[config.mk]
export PLATFORM = sky130hd
export DESIGN_NAME = cache_ctrl
export DESIGN_NICKNAME = d
export VERILOG_FILES = /design/src/hw/cache_pkg.sv /design/src/hw/cache_ctrl.sv
export SDC_FILE = /design/constraint.sdc
export NUM_CORES = 1
export LEC_CHECK = 0
export ABC_AREA = 1
export ABC_CLOCK_PERIOD_IN_PS = 23700
export BUFFER_PORTS_ARGS = -buffer_cell sky130_fd_sc_hd__buf_2
export CAP_MARGIN = 0
export CORE_AREA = 2 2 317 319
export CTS_CLUSTER_SIZE = 40
export DETAILED_ROUTE_END_ITERATION = 12
export DIE_AREA = 0 0 319 321
export GPL_ROUTABILITY_DRIVEN = 1
export PLACE_DENSITY = 0.39
export SYNTH_ARGS = -nofsm -noshare
export SYNTH_HDL_FRONTEND = slang
export SYNTH_SLANG_ARGS = --single-unit
[constraint.sdc]
create_clock -name clk -period 23.7 [get_ports clk]
set_clock_uncertainty 0.2 [all_clocks]
set_input_delay 1.185 -clock clk [delete_from_list [all_inputs] [get_ports clk]]
set_output_delay 1.185 -clock clk [all_outputs]
set_load 0.01 [all_outputs]
[src/hw/cache_pkg.sv]
// ############################
// cache geometry, line layouts and way select codes
// ############################

package cache_pkg;

	localparam int addr_w          = 32;	// processor byte address
	localparam int word_w          = 32;
	localparam int words_per_block = 4;
	localparam int index_w         = 9;	// 512 sets
	localparam int offset_w        = 4;	// byte offset in a block
	localparam int tag_w           = addr_w - index_w - offset_w;
	localparam int num_sets        = 1 << index_w;

	typedef logic [addr_w-1:0]  addr_t;
	typedef logic [word_w-1:0]  data_t;
	typedef logic [index_w-1:0] index_t;
	typedef logic [tag_w-1:0]   tag_t;

	// one way's block, word 0 in the low bits
	typedef data_t [words_per_block-1:0] block_t;

	// way 1 block on top, way 0 below
	typedef block_t [1:0] data_line_t;

	typedef struct packed {
		logic valid;
		logic dirty;
		tag_t tag;
	} way_flag_t;	// 21 bits

	typedef struct packed {
		logic      lru;	// way to evict next
		logic [4:0] spare;
		way_flag_t w1;
		way_flag_t w0;
	} flag_line_t;	// 48 bits

	typedef enum logic [1:0] {
		way_sel_none,
		way_sel_w0,
		way_sel_w1,
		way_sel_all
	} way_sel_t;

	typedef logic [1:0] word_sel_t;	// word within a block

endpackage : cache_pkg

[src/hw/cache_ctrl.sv]
// ############################
// request register and miss FSM, lookup / write back / refill / access
// ############################

`timescale 1ns/10ps

module cache_ctrl (
	input  logic                  clk,
	input  logic                  reset,
	// processor side
	input  logic                  req,
	input  logic                  we,
	input  cache_pkg::addr_t      addr,
	input  cache_pkg::data_t      wdata,
	output cache_pkg::data_t      rdata,
	output logic                  hit,
	output logic                  done,
	output logic                  ready,
	// arrays
	output cache_pkg::index_t     index,
	output logic                  rd,
	output logic                  wr,
	output cache_pkg::tag_t       tag_in,
	output cache_pkg::way_sel_t   way_sel,
	output cache_pkg::word_sel_t  word_sel,
	output cache_pkg::data_t      wdata_word,
	output cache_pkg::block_t     refill_block,
	output logic                  fill,
	output cache_pkg::flag_line_t flag_line_in,
	input  logic                  hit0,
	input  logic                  hit1,
	input  logic                  dirty0,
	input  logic                  dirty1,
	input  logic                  lru,
	input  cache_pkg::tag_t       victim_tag,
	input  cache_pkg::data_t      rdata_word,
	input  cache_pkg::block_t     victim_block,
	// burst engine
	output logic                  burst_start,
	output logic                  burst_write,
	output cache_pkg::addr_t      burst_addr,
	output cache_pkg::block_t     burst_wdata,
	input  cache_pkg::block_t     burst_rdata,
	input  logic                  burst_done
);

	import cache_pkg::*;

	typedef enum logic [2:0] {
		clear, idle, check_0, check_1,
		write_back, refill, refill_write, finish
	} state_t;

	state_t    state;
	index_t    clear_cnt;	// reset sweep pointer
	logic      missed;	// lookup outcome, repeated at done
	addr_t     addr_q;
	logic      we_q;
	data_t     wdata_q;
	logic      way_q;	// way in use after check_1
	tag_t      tag_q;
	index_t    index_q;
	word_sel_t word_q;
	logic      accept;
	logic      way_hit;
	logic      target;
	logic      cur_way;
	logic      sel_dirty;
	way_flag_t new_flag;

	// address split
	assign tag_q   = addr_q[addr_w-1 -: tag_w];
	assign index_q = addr_q[offset_w +: index_w];
	assign word_q  = addr_q[offset_w-1 -: $bits(word_sel_t)];

	assign accept  = req && ready;
	assign way_hit = hit0 || hit1;
	// no invalidation here, so lru reaches an empty way while one is left
	assign target    = hit0 ? 1'b0 : (hit1 ? 1'b1 : lru);
	assign cur_way   = (state == check_1) ? target : way_q;
	assign sel_dirty = cur_way ? dirty1 : dirty0;

	// processor side
	assign ready = (state == idle) || (state == finish);	// next req may overlap done
	assign done  = (state == finish);
	assign hit   = done && !missed;
	assign rdata = rdata_word;	// read before the finish write lands

	// arrays side
	assign index        = (state == clear) ? clear_cnt : index_q;
	assign rd           = (state == check_0);
	assign wr           = (state == clear) || (state == refill_write) || (state == finish);
	assign tag_in       = tag_q;
	assign word_sel     = word_q;
	assign wdata_word   = we_q ? wdata_q : rdata_word;	// read rewrites the same word
	assign refill_block = burst_rdata;
	assign fill         = (state == refill_write);

	always_comb begin
		case (state)
			clear:                 way_sel = way_sel_all;
			idle, check_0:         way_sel = way_sel_none;
			default:               way_sel = cur_way ? way_sel_w1 : way_sel_w0;
		endcase
	end

	// fresh block is clean, dirty only set on the final access
	assign new_flag = '{valid: 1'b1,
		dirty: (state == finish) && (we_q || sel_dirty),
		tag: tag_q};

	always_comb begin
		flag_line_in       = '0;	// sweep writes all invalid
		if (state != clear) begin
			flag_line_in.lru = ~cur_way;	// point away from the way just used
			flag_line_in.w0  = new_flag;
			flag_line_in.w1  = new_flag;	// arrays keep only the selected one
		end
	end

	always_ff @(posedge clk) begin
		if (reset) begin
			state       <= clear;
			clear_cnt   <= '0;
			missed      <= 1'b0;
			burst_start <= 1'b0;
		end else begin
			burst_start <= 1'b0;
			case (state)
				clear: begin
					clear_cnt <= clear_cnt + 1'b1;
					if (clear_cnt == index_t'(num_sets - 1))
						state <= idle;
				end
				idle: begin
					if (accept) begin
						missed <= 1'b0;
						state  <= check_0;
					end
				end
				check_0: state <= check_1;	// flag and data read issued
				check_1: begin
					if (way_hit) begin
						state <= finish;
					end else begin
						missed      <= 1'b1;
						burst_start <= 1'b1;
						state       <= sel_dirty ? write_back : refill;
					end
				end
				write_back: begin
					if (burst_done) begin
						burst_start <= 1'b1;	// chain the refill
						state       <= refill;
					end
				end
				refill: if (burst_done) state <= refill_write;
				refill_write: state <= check_0;	// redo lookup, now a hit
				finish: begin
					if (accept) begin
						missed <= 1'b0;
						state  <= check_0;
					end else begin
						state <= idle;
					end
				end
				default: state <= idle;
			endcase
		end
	end

	// request and burst payload
	always_ff @(posedge clk) begin
		if (accept) begin
			addr_q  <= addr;
			we_q    <= we;
			wdata_q <= wdata;
		end
		if (state == check_1)
			way_q <= target;
		if (state == check_1 && !way_hit) begin
			burst_write <= sel_dirty;
			burst_addr  <= sel_dirty ? {victim_tag, index_q, {offset_w{1'b0}}}
				: {tag_q, index_q, {offset_w{1'b0}}};
			burst_wdata <= victim_block;
		end
		if (state == write_back && burst_done) begin
			burst_write <= 1'b0;
			burst_addr  <= {tag_q, index_q, {offset_w{1'b0}}};
		end
	end

endmodule : cache_ctrl

==> metrics.md <==
| Metric | Value |
|---|---|
| Mapped Cells | `roughly 740` |
| Worst-Skew Late Latency | `approximately 0.57 ns` |
| Yosys top cell area share | `0.660` |
| Clk root buf | `clkbuf_16` |
| Leading cell type by number of instances after synthesis | `edfxtp_1` |
| Worst-margin pin slew | `about 0.8 ns` |
| Number of fillers in the final layout | `11266` |
| Worst EP required | `22.32 ns` |
| Synth area leaders | `edfxtp_1 (66%), buf_4 (16%), mux2_2 (3.6%)` |
| Setup TNS | `0 ns` |
| Vias | `about 7000` |
| Slew HR | `0.452` |
| Synth warn | `0` |
| Max layer used | `met5` |
| Total length of routed met3 wires | `around 5300 um` |
| Leakage | `between 0.005 and 0.006 uW` |
| Hpwl dp | `a little over 40000 um` |
| Clock sink total | `approximately 240` |
| Gpl congestion | `~0.75` |
| Remaining antenna violation count | `0` |
| Post-synth EDFFs | `between 200 and 250` |
| Clk pin slew, worst setup/hold paths | `~0.06 ns` |
| Die width | `around 320 um` |
| Final Cycle Share | `0.194` |
| Placed instance area | `between 0.01 and 0.015 sq mm` |
| Area grow syn2layout | `41.2%` |
| Final-stage net count | `roughly 1500` |
| Post-Syn Area | `between 0.009 and 0.01 sq mm` |
| Hold path depth | `0` |
| Postcts setup bufs | `0` |
| Final count of hold timing violations | `0` |
| Mean post-synth cell area | `~14 sq um` |
| Routed vias/inst | `2.86` |
| Synthesis-stage register bit count | `about 240` |
| Critical path fanouts, max | `27` |
| # port buffers | `553` |
| Starting DRT DRC Count | `~330` |
| Core area | `between 0.09 and 0.1 sq mm` |
| Metal-1 WL | `about 18000 um` |
| Endpoint class of the critical path | `output pin` |
| Die H | `321 um` |
| Initial core utilization | `0.100` |
| Crit path DAT | `about 3.2 ns` |
| Wirelength, routed | `approximately 50000 um` |
| Vias in the first global route | `~7400` |
| Final Setup Violations | `0` |
| Hold WS | `0.246 ns` |
| Kind of critical path | `reg -> out` |
| CTS Buf Count | `35` |
| Asr flop ratio synth | `0` |
| Ratio of cells with drive above 1 in the final layout | `0.581` |
| RR Startpoint | `state[2]` |
| Hold Path Origin | `addr_q[4]` |
| Most common flop cell mapped by yosys | `edfxtp_1` |
| Synth top cells by count | `edfxtp_1 (219), buf_4 (213), nand2_1 (77), nor2_1 (43), inv_1 (41)` |
| IO Pins | `about 820` |
| Largest net degree at the start of global routing | `between 100 and 150` |
| # H-tree levels | `2` |
| Cts repair resizes | `0` |
| Grt ovf | `0` |
| GRT Total Usage | `0.0940` |
| Worst reg2reg path depth | `7` |
| Pwr/cell area | `between 80 and 90 mW/mm^2` |
| Metal2 WL | `roughly 24000 um` |
| CTS Buffer Depth | `3` |
| Post-synthesis sequential area ratio | `0.692` |
| Hold EP | `burst_addr[4]` |
| R2R setup slack | `slightly above 20 ns` |
| DR pass1 iterations | `4` |
| Worst hold path class | `reg -> reg` |
| Cts hold-fix bufs | `0` |
| Final Max Tran Viols | `0` |
| Status | `finished clean` |
| DRC viols | `0` |
| Initial antenna violation count | `30` |
| Dominant cell type by area after synthesis | `edfxtp_1` |
| Min cycle time layout | `4.59 ns` |
| Fmax | `~220 MHz` |
| Cell variety after synth | `27` |
| RSZ-0062 raised after global routing | `no` |
| CTS tree | `yes` |
| Die area | `about 0.1 sq mm` |
| Worst R2R End | `wdata_q[3]` |
| Max IR drop VDD | `approximately 0.046 mV` |
| Wire per inst | `between 20 and 25 um` |
| Crit start category | `register` |
| Total of max-cap violations | `0` |
| First-pass GRT wire length | `about 65000 um` |
| Row cnt | `~120` |
| Post-route cell area | `between 0.01 and 0.015 sq mm` |
[placed cells by master (no fill, tap or decap), drive strengths merged, types with 2 or more instances in the layout]
cell        n
buf       561
dfxtp      16
clkinv     15
diode       7
bufinv      7
nand3      30
nand2      79
mux2       32
ha          2
conb        9
edfxtp    219
clkinvlp    3
nor3        4
o21ai      18
nor2       46
inv        44
clkbuf     38
a21oi      12
[routing by layer]
metal,GRT usage,vias up
met2,0.159,497
met5,0,-
met4,0.0430,2
met3,0.0426,163
li1,-,3053
met1,0.100,3284
[cells by family (layout without fill, tap and decap cells)]
kind of cell               count (synthesis)  count (layout)  synth area share
other                                      1              16          0.000376
and+or+nand+nor                          164             164            0.0698
AOI/OAI and AO/OA                         30              30            0.0151
buffers and inverters                    271             668             0.184
adders and majority gates                  2               2           0.00251
muxes                                     32              32            0.0362
DFF                                      235             235             0.692
[state kept, by name (all words and copies together), names as in the netlist]
| register | cells |
|---|---|
| addr_q | 30 |
| burst_addr | 28 |
| burst_start | 1 |
| burst_wdata | 128 |
| burst_write | 1 |
| clear_cnt | 9 |
| missed | 1 |
| state | 3 |
| way_q | 1 |
| wdata_q | 32 |
| we_q | 1 |
[worst max-delay path by stage]
stage                                end     start
after global placement        way_sel[1]  state[0]
after detailed placement      way_sel[1]  state[0]
after global routing          way_sel[1]  state[0]
after floorplan           burst_addr[10]      hit1
after CTS                     way_sel[1]  state[0]
final                         way_sel[1]  state[0]
[critical path: stages (launching register included)]
cell and delay [ns]:
dfxtp_1 0.41, nor2_2 0.24, nand2_2 0.37, inv_2 0.47, buf_4 0.43, nor2_1 0.15, a21oi_1 0.32, buf_2 0.21
[cell type report]
| type | count | area, sq um | area share |
|---|---|---|---|
| inverters | 43 | 164 | 0.0117 |
| clock buffers | 38 | 887 | 0.0631 |
| well taps | 1298 | 1620 | 0.116 |
| multi-input cells | 237 | 1280 | 0.0914 |
| diodes | 7 | 17.5 | 0.00125 |
| repair buffers | 561 | 2840 | 0.202 |
| flip-flops and latches | 235 | 6900 | 0.491 |
| clock inverters | 26 | 345 | 0.0246 |
[metrics by stage]
| step | setup slack (ns) | utilization | instances | power, uW |
|---|---|---|---|---|
| floorplan | 14.81 | - | 743 | 585 |
| global placement | 19.50 | 0.129 | 2374 | 638 |
| detailed placement | 19.47 | 0.129 | 2374 | 639 |
| CTS | 18.82 | 0.141 | 2438 | 1230 |
| global route | 18.77 | 0.142 | 2441 | 1250 |
| finish | 19.11 | 0.142 | 2445 | 1190 |
[power by group]
group | total [uW] | leakage (uW) | internal (uW) | switching [uW]
Clock | 565 | 0.000594 | 350 | 215
Combinational | 143 | 0.00305 | 50.5 | 92.4
Sequential | 480 | 0.00210 | 470 | 9.60
Total | 1190 | 0.00575 | 870 | 317
Note: power is estimated with default switching activity, not from simulation.
