**config.mk**
```make
export PLATFORM = sky130hd
export DESIGN_NAME = mem_burst
export DESIGN_NICKNAME = d
export VERILOG_FILES = /design/src/hw/cache_pkg.sv /design/src/hw/mem_burst.sv
export SDC_FILE = /design/constraint.sdc
export NUM_CORES = 1
export LEC_CHECK = 0
export BUFFER_PORTS_ARGS = -buffer_cell sky130_fd_sc_hd__buf_2
export CORE_AREA = 4 4 151 153
export DETAILED_ROUTE_END_ITERATION = 16
export DIE_AREA = 0 0 155 157
export PLACE_DENSITY = 0.74
export SYNTH_ARGS = -nofsm -noshare
export SYNTH_HDL_FRONTEND = slang
export SYNTH_SLANG_ARGS = --single-unit
```
**constraint.sdc**
```tcl
create_clock -name clk -period 7.1 [get_ports clk]
set_input_delay 1.42 -clock clk [delete_from_list [all_inputs] [get_ports clk]]
set_output_delay 1.42 -clock clk [all_outputs]
set_load 0.02 [all_outputs]
```
**src/hw/cache_pkg.sv**
```systemverilog
// ############################
// cache geometry, line layouts and way select codes
// ############################

package cache_pkg;

	localparam int addr_w          = 32;	// processor byte address
	localparam int word_w          = 32;
	localparam int words_per_block = 4;
	localparam int index_w         = 9;	// 512 sets
	localparam int offset_w        = 4;	// byte offset in a block
	localparam int tag_w           = addr_w - index_w - offset_w;
	localparam int num_sets        = 1 << index_w;

	typedef logic [addr_w-1:0]  addr_t;
	typedef logic [word_w-1:0]  data_t;
	typedef logic [index_w-1:0] index_t;
	typedef logic [tag_w-1:0]   tag_t;

	// one way's block, word 0 in the low bits
	typedef data_t [words_per_block-1:0] block_t;

	// way 1 block on top, way 0 below
	typedef block_t [1:0] data_line_t;

	typedef struct packed {
		logic valid;
		logic dirty;
		tag_t tag;
	} way_flag_t;	// 21 bits

	typedef struct packed {
		logic      lru;	// way to evict next
		logic [4:0] spare;
		way_flag_t w1;
		way_flag_t w0;
	} flag_line_t;	// 48 bits

	typedef enum logic [1:0] {
		way_sel_none,
		way_sel_w0,
		way_sel_w1,
		way_sel_all
	} way_sel_t;

	typedef logic [1:0] word_sel_t;	// word within a block

endpackage : cache_pkg

```
**src/hw/mem_burst.sv**
```systemverilog
// ############################
// moves one block to or from memory as four word beats paced by mem_ack
// ############################

`timescale 1ns/10ps

module mem_burst (
	input  logic              clk,
	input  logic              reset,
	// controller side
	input  logic              burst_start,
	input  logic              burst_write,
	input  cache_pkg::addr_t  burst_addr,
	input  cache_pkg::block_t burst_wdata,
	output cache_pkg::block_t burst_rdata,
	output logic              burst_done,
	// memory side
	output logic              mem_rd,
	output logic              mem_wr,
	output cache_pkg::addr_t  mem_addr,
	output cache_pkg::data_t  mem_wdata,
	input  cache_pkg::data_t  mem_rdata,
	input  logic              mem_ack
);

	import cache_pkg::*;

	word_sel_t beat;	// beats acked so far
	logic      active;
	logic      beat_ack;
	logic      last_beat;
	block_t    shift;

	assign active    = mem_rd || mem_wr;
	assign beat_ack  = active && mem_ack;
	assign last_beat = (beat == word_sel_t'(words_per_block - 1));

	// word 0 goes out first
	assign mem_wdata   = shift[0];
	assign burst_rdata = shift;	// read beats end up in place after the last shift

	always_ff @(posedge clk) begin
		if (reset) begin
			mem_rd     <= 1'b0;
			mem_wr     <= 1'b0;
			beat       <= '0;
			burst_done <= 1'b0;
		end else begin
			burst_done <= 1'b0;
			if (burst_start) begin
				mem_rd <= !burst_write;
				mem_wr <= burst_write;
				beat   <= '0;
			end else if (beat_ack) begin
				beat <= beat + 1'b1;
				if (last_beat) begin
					mem_rd     <= 1'b0;	// drop the level with the fourth ack
					mem_wr     <= 1'b0;
					burst_done <= 1'b1;
				end
			end
		end
	end

	always_ff @(posedge clk) begin
		if (burst_start) begin
			shift    <= burst_wdata;
			mem_addr <= burst_addr;	// block base
		end else if (beat_ack) begin
			// read word shifts in at the top as the sent word drops off the bottom
			shift    <= {mem_rdata, shift[words_per_block-1:1]};
			mem_addr <= mem_addr + addr_t'(word_w / 8);
		end
	end

endmodule : mem_burst

```
==> results of run 1 <==
-- metal layers --
layer / vias to the layer above / share of wire, % / global-route usage [%]
li1: 2696 / - / -
met1: 2753 / 40 / 20.0
met2: 222 / 52 / 27.4
met3: 15 / 6.1 / 3.93
met4: 0 / 1.3 / 4.92
met5: - / 0 / 0
-- power breakdown --
part           switching [mW]  total, mW  internal [mW]
logic                   0.271      0.453          0.182
clock network           0.390      0.913          0.522
registers              0.0609       1.24           1.18
total                   0.722       2.61           1.89
-- worst min path at each step --
stage          cells after the start  endpoint  slack [ns]  startpoint
3_5_place_dp                       2    mem_wr        0.48      mem_wr
4_1_cts                            2    mem_wr        0.49      mem_wr
6_report                           2    mem_wr        0.50      mem_wr
2_1_floorplan                      2   beat[1]        0.50     beat[1]
5_1_grt                            2    mem_wr        0.53      mem_wr
3_3_place_gp                       2    mem_wr        0.47      mem_wr
-- registers in the layout, summed over array words and instances, names as in the netlist --
register	count
beat	2
burst_done	1
burst_rdata	96
mem_addr	32
mem_rd	1
mem_wdata	32
mem_wr	1
-- worst reg2reg max path: cells and delay by family, from the launching register on --
kind | cells | cell delay (ns)
AOI/OAI and AO/OA | 1 | 0.17
DFF | 1 | 0.43
and+or+nand+nor | 3 | 1.80
-- area by class of cell --
| cell class | count | share of cell area (%) |
|---|---|---|
| diodes | 2 | 0.0486 |
| clock buffers | 18 | 4.17 |
| clock inverters | 13 | 1.45 |
| inverters | 5 | 0.182 |
| multi-input cells | 294 | 23.7 |
| flip-flops and latches | 165 | 47.6 |
| well taps | 280 | 3.40 |
| repair buffers | 394 | 19.4 |
-- placed cells by master (no fill, tap or decap), types with 2 or more instances in the layout --
master	instances
mux2_2	129
o211ai_1	3
buf_2	390
and4_1	4
clkinvlp_4	4
nand3_1	16
o31ai_1	9
clkinv_4	2
buf_4	2
diode_2	2
or3_1	3
and2_1	2
clkbuf_16	17
nor2_1	19
o21ai_0	17
ha_1	2
inv_6	3
clkinv_1	2
edfxtp_1	160
nor3_1	5
xnor2_1	9
xor2_1	3
nor4_1	4
dfxtp_1	5
bufinv_16	2
inv_1	4
nand2_1	28
a31oi_1	15
or4_1	12
nand4_1	4
-- Yosys cell counts, types with 9 or more instances --
master      n  area, um2
mux2_2    129       1450
nor2_1     19       71.3
buf_4      32        240
o21ai_0    17       85.1
clkbuf_1   25       93.8
nand2_1    29        109
o31ai_1     9       67.6
or4_1      12       90.1
a31oi_1    15       93.8
edfxtp_1  160       4800
nand3_1    16       80.1
xnor2_1     9       78.8
-- cells by family after synthesis --
logic type      synth area share (%)
compound gates                  3.68
fa+ha+maj                      0.325
xor+xnor                        1.36
simple gates                    7.24
buf+inv                         4.77
mux                             19.0
flops                           63.6
-- per-stage QoR --
| step | hold WS, ns | worst slack (ns) | cells | utilization (%) | total power, mW |
|---|---|---|---|---|---|
| floorplan | 0.504 | 1.37 | 523 | - | 1.55 |
| global route | 0.525 | 2.31 | 1171 | 47.8 | 2.72 |
| detailed placement | 0.485 | 2.16 | 1138 | 45.1 | 1.72 |
| CTS | 0.494 | 2.61 | 1169 | 47.8 | 2.64 |
| finish | 0.496 | 2.63 | 1171 | 47.8 | 2.61 |
| global placement | 0.474 | 2.25 | 1138 | 45.1 | 1.71 |
==> flow_metrics.tcl, run 1 <==
set metrics [dict create \
    reg2reg_to "mem_addr[31]" \
    syn_nets 722 \
    track_usage_pct 16.0 \
    critical_path_class "input pin to register" \
    drv_slew 0 \
    antenna_found_initial 2 \
    crit_start "burst_start" \
    syn_to_final_growth_pct 33.6 \
    peakVddDrop_uv 146 \
    power_density_nw_per_um2 253 \
    ys_ff_latch 165 \
    avgViaCountPerCell 4.86 \
    ant_nets 0 \
    dp.final_hpwl_um 15800 \
    skew_ns 0.0117 \
    worstSetupStartpointType "input pin" \
    cts_sinks 165 \
    setup_viol 0 \
    cts_root_buf "clkbuf_16" \
    chipWidth_um 155 \
    p_leak_nw 4.25 \
    max_slew.worst_pin.slew_ns 0.994 \
    worstPathArrival_ns 4.52 \
    rsz0062_at_grt "false" \
    finalHoldViolations 0 \
    routed_wl_um 21000 \
    slowest_delay_ns 1.04 \
    post-route-cell-area_um2 10300 \
    crit_path_top_delay_cell "clkinv_1" \
    cp.depth 4 \
    fin_nets 1076 \
    cpLargestDelayFamily "buffers and inverters" \
    grt_pass1_vias 5553 \
    insertion_delay_ns 0.41 \
    netlist_area_um2 7710 \
    io_buffers 391 \
    num_vias 5686 \
    grt_pass1_wl_um 30600 \
    cts-hold-fix-buffers 0 \
    postSynthAreaPerCell_um2 14.7 \
    cts_tree "yes" \
    num_rows 54 \
    tns_ns 0 \
    synthArstFlopShare_pct 0 \
    firstDrtPassIters 4 \
    cap_violations 0 \
    period_share_pct 63.0 \
    cts_buffer_depth 2 \
    drt_iter0_drc 298 \
    r2r_start "mem_addr[7]" \
    postCtsResizedCells 0 \
    max_slew_margin_pct 33.3 \
    core_area_um2 21600 \
    start_util_pct 35.8 \
    endpoint "burst_rdata[62]" \
    reg2reg_slack_ns 4.53 \
    fin_crit_ns 4.47 \
    worstPathMaxFanout 99 \
    ys.flop_type "edfxtp_1" \
    ys_seq_area_share_pct 63.6 \
    fill_cells 1952 \
    multiInputGateArea_um2 2440 \
    wl_per_cell_um 17.9 \
    postCtsSetupBuffers 0 \
    drc 0 \
    required_ns 7.15 \
    gp_congestion 0.856 \
    io_pins 392 \
    die_area_um2 24300 \
    path_clk_slew_ns 0.06 \
    grt_max_degree 100 \
    worstPathCellList "buf_6 -> clkinv_1 -> nand2_4 -> buf_4" \
    synth_edf_count 160 \
    regArea_um2 4900 \
    fmax_mhz 224 \
    die_y_um 157 \
    layout-drive-gt1-share_pct 62.4 \
    ff2ff_path_depth 4 \
    crit_path_end_kind "register" \
    synthCells 523 \
    overflow 0 \
    cts_made_buffers 17 \
    outcome "complete, no violations" \
    hold_path.class "register to register" \
    ys.warnings.count 0 \
    cp_num_buf_inv 3 \
    h-tree-depth 4 \
    synth.distinct_cells 35 \
    place_area_um2 9710 \
]
(Power assumes the default switching activity.)
==> inputs of run 2 (changes only) <==
- ABC_AREA: not set -> 1
- CORE_AREA: 4 4 151 153 -> 4 4 152 154
- DIE_AREA: 0 0 155 157 -> 0 0 156 158
- PLACE_DENSITY: 0.74 -> 0.77
- clock period: 7.1 -> 4 ns (I/O delays scaled with it)
==> run 2 against run 1 <==
  * Setup slack lost 0.81 ns
  * Design area grew 2.9%
  * Global-route usage grew 3.8 points
==> flow_metrics.tcl, run 2 <==
set metrics [dict create \
    fmax_mhz 457 \
    grt_pass1_wl_um 37500 \
    ant_nets 0 \
    antenna_cells 0 \
    drt_iter0_drc 624 \
    max_slew_margin_pct 38.8 \
    netlist_area_um2 8020 \
    rsz0062_at_grt "false" \
    regArea_um2 4900 \
    drc 0 \
    critical_path_class "register to register" \
    worstPathMaxFanout 54 \
    cap_violations 0 \
    crit_path_end_kind "register" \
    syn_nets 1095 \
    die_y_um 158 \
    power_density_nw_per_um2 447 \
    fin_nets 1445 \
    post-route-cell-area_um2 10600 \
    fill_cells 2051 \
    antenna_found_initial 0 \
    ys_seq_area_share_pct 61.2 \
    p_leak_nw 5.30 \
    chipWidth_um 156 \
    cts_buffer_depth 2 \
    worstPathCellList "o21ai_0 -> nand2_8 -> buf_12" \
    die_area_um2 24600 \
    h-tree-depth 4 \
    num_vias 7278 \
    place_area_um2 10000 \
    synthCells 896 \
    postCtsResizedCells 0 \
    cts_tree "yes" \
    io_buffers 391 \
    outcome "complete, no violations" \
    cpLargestDelayFamily "compound AO/OA/AOI/OAI gates" \
    avgViaCountPerCell 4.73 \
    io_pins 392 \
    cts_root_buf "clkbuf_16" \
    cts_sinks 165 \
    cts-hold-fix-buffers 0 \
    layout-drive-gt1-share_pct 36.0 \
    synthArstFlopShare_pct 0 \
    overflow 0 \
    cp_num_buf_inv 1 \
    final_cell_mix "515 x nand2_1, 390 x buf_2, 160 x edfxtp_1, 35 x nor2_1, 31 x nand3_1" \
    skew_ns 0.0172 \
    worstPathArrival_ns 2.34 \
    ys.warnings.count 0 \
    ys.flop_type "edfxtp_1" \
    cts_made_buffers 17 \
    path_clk_slew_ns 0.07 \
    yosys.area.top_type "edfxtp_1" \
    synth.distinct_cells 26 \
    synthTopCellsByCount "516 x nand2_1, 160 x edfxtp_1, 35 x nor2_1" \
    worstSetupStartpointType "register" \
    synth_top_area_share_pct 59.9 \
    slowest_delay_ns 0.73 \
    grt_pass1_vias 6822 \
    required_ns 4.15 \
    firstDrtPassIters 5 \
    wl_per_cell_um 16.9 \
    grt_max_degree 70 \
    dp.final_hpwl_um 20400 \
    num_rows 54 \
    synth.most_common_cell "nand2_1" \
    track_usage_pct 19.8 \
    start_util_pct 37.0 \
    postSynthAreaPerCell_um2 8.95 \
    multiInputGateArea_um2 2630 \
    max_slew.worst_pin.slew_ns 0.908 \
    ys_top_cells_by_area "edfxtp_1 60%, nand2_1 24%, buf_4 3.1%" \
    fin_crit_ns 2.19 \
    synth_edf_count 160 \
    period_share_pct 54.7 \
    syn_to_final_growth_pct 32.2 \
    largest_register_ffs 96 \
    final_common_cell "nand2_1" \
    tns_ns 0 \
    core_area_um2 21700 \
    crit_path_top_delay_cell "o21ai_0" \
    gp_congestion 0.909 \
    peakVddDrop_uv 245 \
    routed_wl_um 26100 \
    drv_slew 0 \
    hold_path.class "register to register" \
    postCtsSetupBuffers 0 \
    ys_ff_latch 165 \
    finalHoldViolations 0 \
    setup_viol 0 \
    insertion_delay_ns 0.43 \
]
run 2: cell types whose count changed in the layout (fill, tap and decap cells not counted), sizes merged, moves of 4 or more:
cell / delta
nand4: -5
or4: -13
and4: -4
xnor2: -9
inv: +24
nand3: +15
o31ai: -9
a31oi: -14
nand2: +492
nor4: -4
buf: +5
mux2: -129
nor2: +30
run 2: where the power goes:
part	switching, mW	internal (mW)
Clock	0.744	0.874
Combinational	0.584	0.286
Sequential	0.135	2.11
Total	1.46	3.27
run 2: path summary, 6_finish.rpt:
kind,from,to,slack [ns],cells after the start
setup / recovery,mem_wr,burst_rdata[76],1.81,3
hold / removal,beat[0],beat[0],0.46,1
setup reg to reg,mem_wr,burst_rdata[76],1.81,3
hold reg to reg,beat[0],beat[0],0.46,1
run 2: stage by stage:
stage | power (mW) | util [%] | hold WS [ns] | worst slack (ns) | std cells
final | 4.73 | 48.9 | 0.462 | 1.81 | 1539
after global routing | 4.92 | 48.9 | 0.487 | 1.64 | 1539
after CTS | 4.77 | 48.9 | 0.468 | 1.76 | 1539
after detailed placement | 3.16 | 46.2 | 0.460 | 1.41 | 1507
after global placement | 3.14 | 46.2 | 0.443 | 1.43 | 1507
after floorplan | 2.79 | - | 0.428 | 0.363 | 896
run 2: cell type report:
class	count	area share (%)
clock buffer	18	4.05
clock inverter	14	1.33
inverter	26	0.944
multi-input combinational	637	24.8
sequential	165	46.3
tap	280	3.31
timing repair buffer	399	19.3
run 2: routing by layer:
| metal | vias up | track usage (%) | share of wire [%] |
|---|---|---|---|
| li1 | 3545 | - | - |
| met1 | 3337 | 26.5 | 41 |
| met2 | 366 | 32.5 | 49 |
| met3 | 30 | 3.39 | 7.3 |
| met4 | 0 | 7.21 | 1.9 |
| met5 | - | 0 | 0 |
run 2: cells by family after synthesis:
group | synth area share, %
buf+inv | 6.26
fa+ha+maj | 0.312
simple gates | 30.5
xor+xnor | 0.328
compound gates | 1.36
flops | 61.2
==> inputs of run 3 (changes only) <==
- clock period: 4 -> 1.95 ns (I/O delays scaled with it)
==> run 3 against run 2 <==
  * Sequential share of layout area fell by 0.89 points
  * Wire length decreased by 1.5%
  * Global-route usage is 0.22 points lower
  * Fmax is 32% higher
  * Sequential power rose by 100%
  * Worst hold slack lost 0.29 ns
  * Clock-buffer cell count down 1
==> flow_metrics.tcl, run 3 (synthesis gave the netlist of run 2 again) <==
set metrics [dict create \
    start_util_pct 37.0 \
    dp.final_hpwl_um 20300 \
    hold_path.class "input pin to register" \
    crit_path_top_delay_cell "edfxtp_1" \
    antenna_found_initial 1 \
    cp.depth 8 \
    max_slew_margin_pct 74.0 \
    p_seq_share_pct 45.1 \
    peakVddDrop_uv 498 \
    switching_share_pct 28.8 \
    rsz0062_at_grt "false" \
    die_area_um2 24600 \
    io_buffers 391 \
    place_ws_ns 0.309 \
    grt_pass1_vias 6514 \
    worstPathArrival_ns 1.84 \
    instances_no_fill 1547 \
    cts_root_buf "clkbuf_16" \
    cp_num_buf_inv 0 \
    fmax_mhz 603 \
    cap_violations 0 \
    worstSetupStartpointType "register" \
    hold_path_depth 2 \
    crit_path_end_kind "register" \
    final_common_cell "nand2_1" \
    num_rows 54 \
    cts_tree "yes" \
    grt_max_degree 84 \
    critical_path_class "register to register" \
    postCtsSetupBuffers 0 \
    period_share_pct 85.0 \
    tns_ns 0 \
    io_pins 392 \
    wl_per_cell_um 16.6 \
    postCtsResizedCells 0 \
    p_comb_share_pct 17.9 \
    layout-drive-gt1-share_pct 36.3 \
    switching_power_mw 2.94 \
    ant_nets 0 \
    post-route-cell-area_um2 10800 \
    worstPathMaxFanout 6 \
    power_density_nw_per_um2 943 \
    max_slew.worst_pin.slew_ns 0.390 \
    p_leak_nw 5.41 \
    chipWidth_um 156 \
    largest_register_ffs 96 \
    cts-hold-fix-buffers 0 \
    slowest_delay_ns 0.42 \
    die_y_um 158 \
    routed_wl_um 25700 \
    h-tree-depth 4 \
    place_area_um2 10100 \
    skew_ns 0.0132 \
    syn_to_final_growth_pct 34.8 \
    drv_slew 0 \
    path_clk_slew_ns 0.07 \
    insertion_delay_ns 0.42 \
    gp_congestion 0.924 \
    worst_slack_ns 0.293 \
    cpLargestDelayFamily "simple AND/OR/NAND/NOR gates" \
    cts_sinks 165 \
    final_cell_mix "515 x nand2_1, 390 x buf_2, 160 x edfxtp_1, 35 x nor2_1, 31 x nand3_1" \
    outcome "complete, no violations" \
    fin_nets 1452 \
    internal-power_mw 7.25 \
    cp_common_cell "nand2_1" \
    track_usage_pct 19.6 \
    num_vias 7165 \
    worstPathCellList "ha_1 -> nand2_1 -> nor2_4 -> nand2_4 -> nor2_2 -> or2_2 -> nand3_1 -> nand2_1" \
    drt_iter0_drc 690 \
    grt_pass1_wl_um 36700 \
    cts_buffer_depth 2 \
    firstDrtPassIters 6 \
    drc 0 \
    setup_viol 0 \
    overflow 0 \
    finalHoldViolations 0 \
    cts_made_buffers 17 \
    whs_ns 0.170 \
    ff2ff_path_depth 8 \
    dp_cells 1514 \
    avgViaCountPerCell 4.63 \
    fin_crit_ns 1.66 \
    required_ns 2.13 \
    clkPwrFrac_pct 37.0 \
    core_area_um2 21700 \
]
run 3: cell types whose count changed in the layout (fill, tap and decap cells not counted):
cell,before,now
inv_8,1,2
diode_2,0,1
buf_12,2,7
clkinv_1,0,1
buf_4,6,8
clkbuf_1,1,0
o21ai_0,14,13
bufinv_16,1,5
clkinvlp_4,4,2
o21ai_1,1,2
clkinv_4,3,0
run 3: path summary, 6_finish.rpt:
kind | startpoint | endpoint | slack [ns]
worst min-delay path | reset | mem_rd | 0.17
worst max-delay path | mem_addr[2] | mem_addr[14] | 0.29
worst max register to register | mem_addr[2] | mem_addr[14] | 0.29
worst min register to register | beat[0] | beat[0] | 0.49
run 3: power groups by stage:
stage	Combinational, mW	Sequential [mW]	Clock [mW]
floorplan	0.696	5.01	0
detailed placement	1.84	4.67	0
CTS	1.84	4.59	3.85
global placement	1.81	4.66	0
finish	1.82	4.59	3.77
global route	1.98	4.64	3.99
run 3: per-layer routing:
metal	track usage, %	vias up	routed length [um]
met1	26.1	3240	10500
met5	0	-	0
li1	-	3549	-
met2	33.1	342	12900
met4	6.04	0	523
met3	3.06	34	1810
run 3: per-stage QoR:
| step | power [mW] | utilization [%] |
|---|---|---|
| 4_1_cts | 10.3 | 49.8 |
| 3_3_place_gp | 6.47 | 46.8 |
| 5_1_grt | 10.6 | 49.8 |
| 2_1_floorplan | 5.70 | - |
| 3_5_place_dp | 6.51 | 46.8 |
| 6_report | 10.2 | 49.8 |
run 3: cell type report:
class                   instances  area [um2]
fillers                      2012       10900
flip-flops and latches        165        4900
multi-input cells             637        2630
repair buffers                406        2160
clock buffers                  17         425
well taps                     280         350
clock inverters                15         235
inverters                      26         100
diodes                          1        2.50
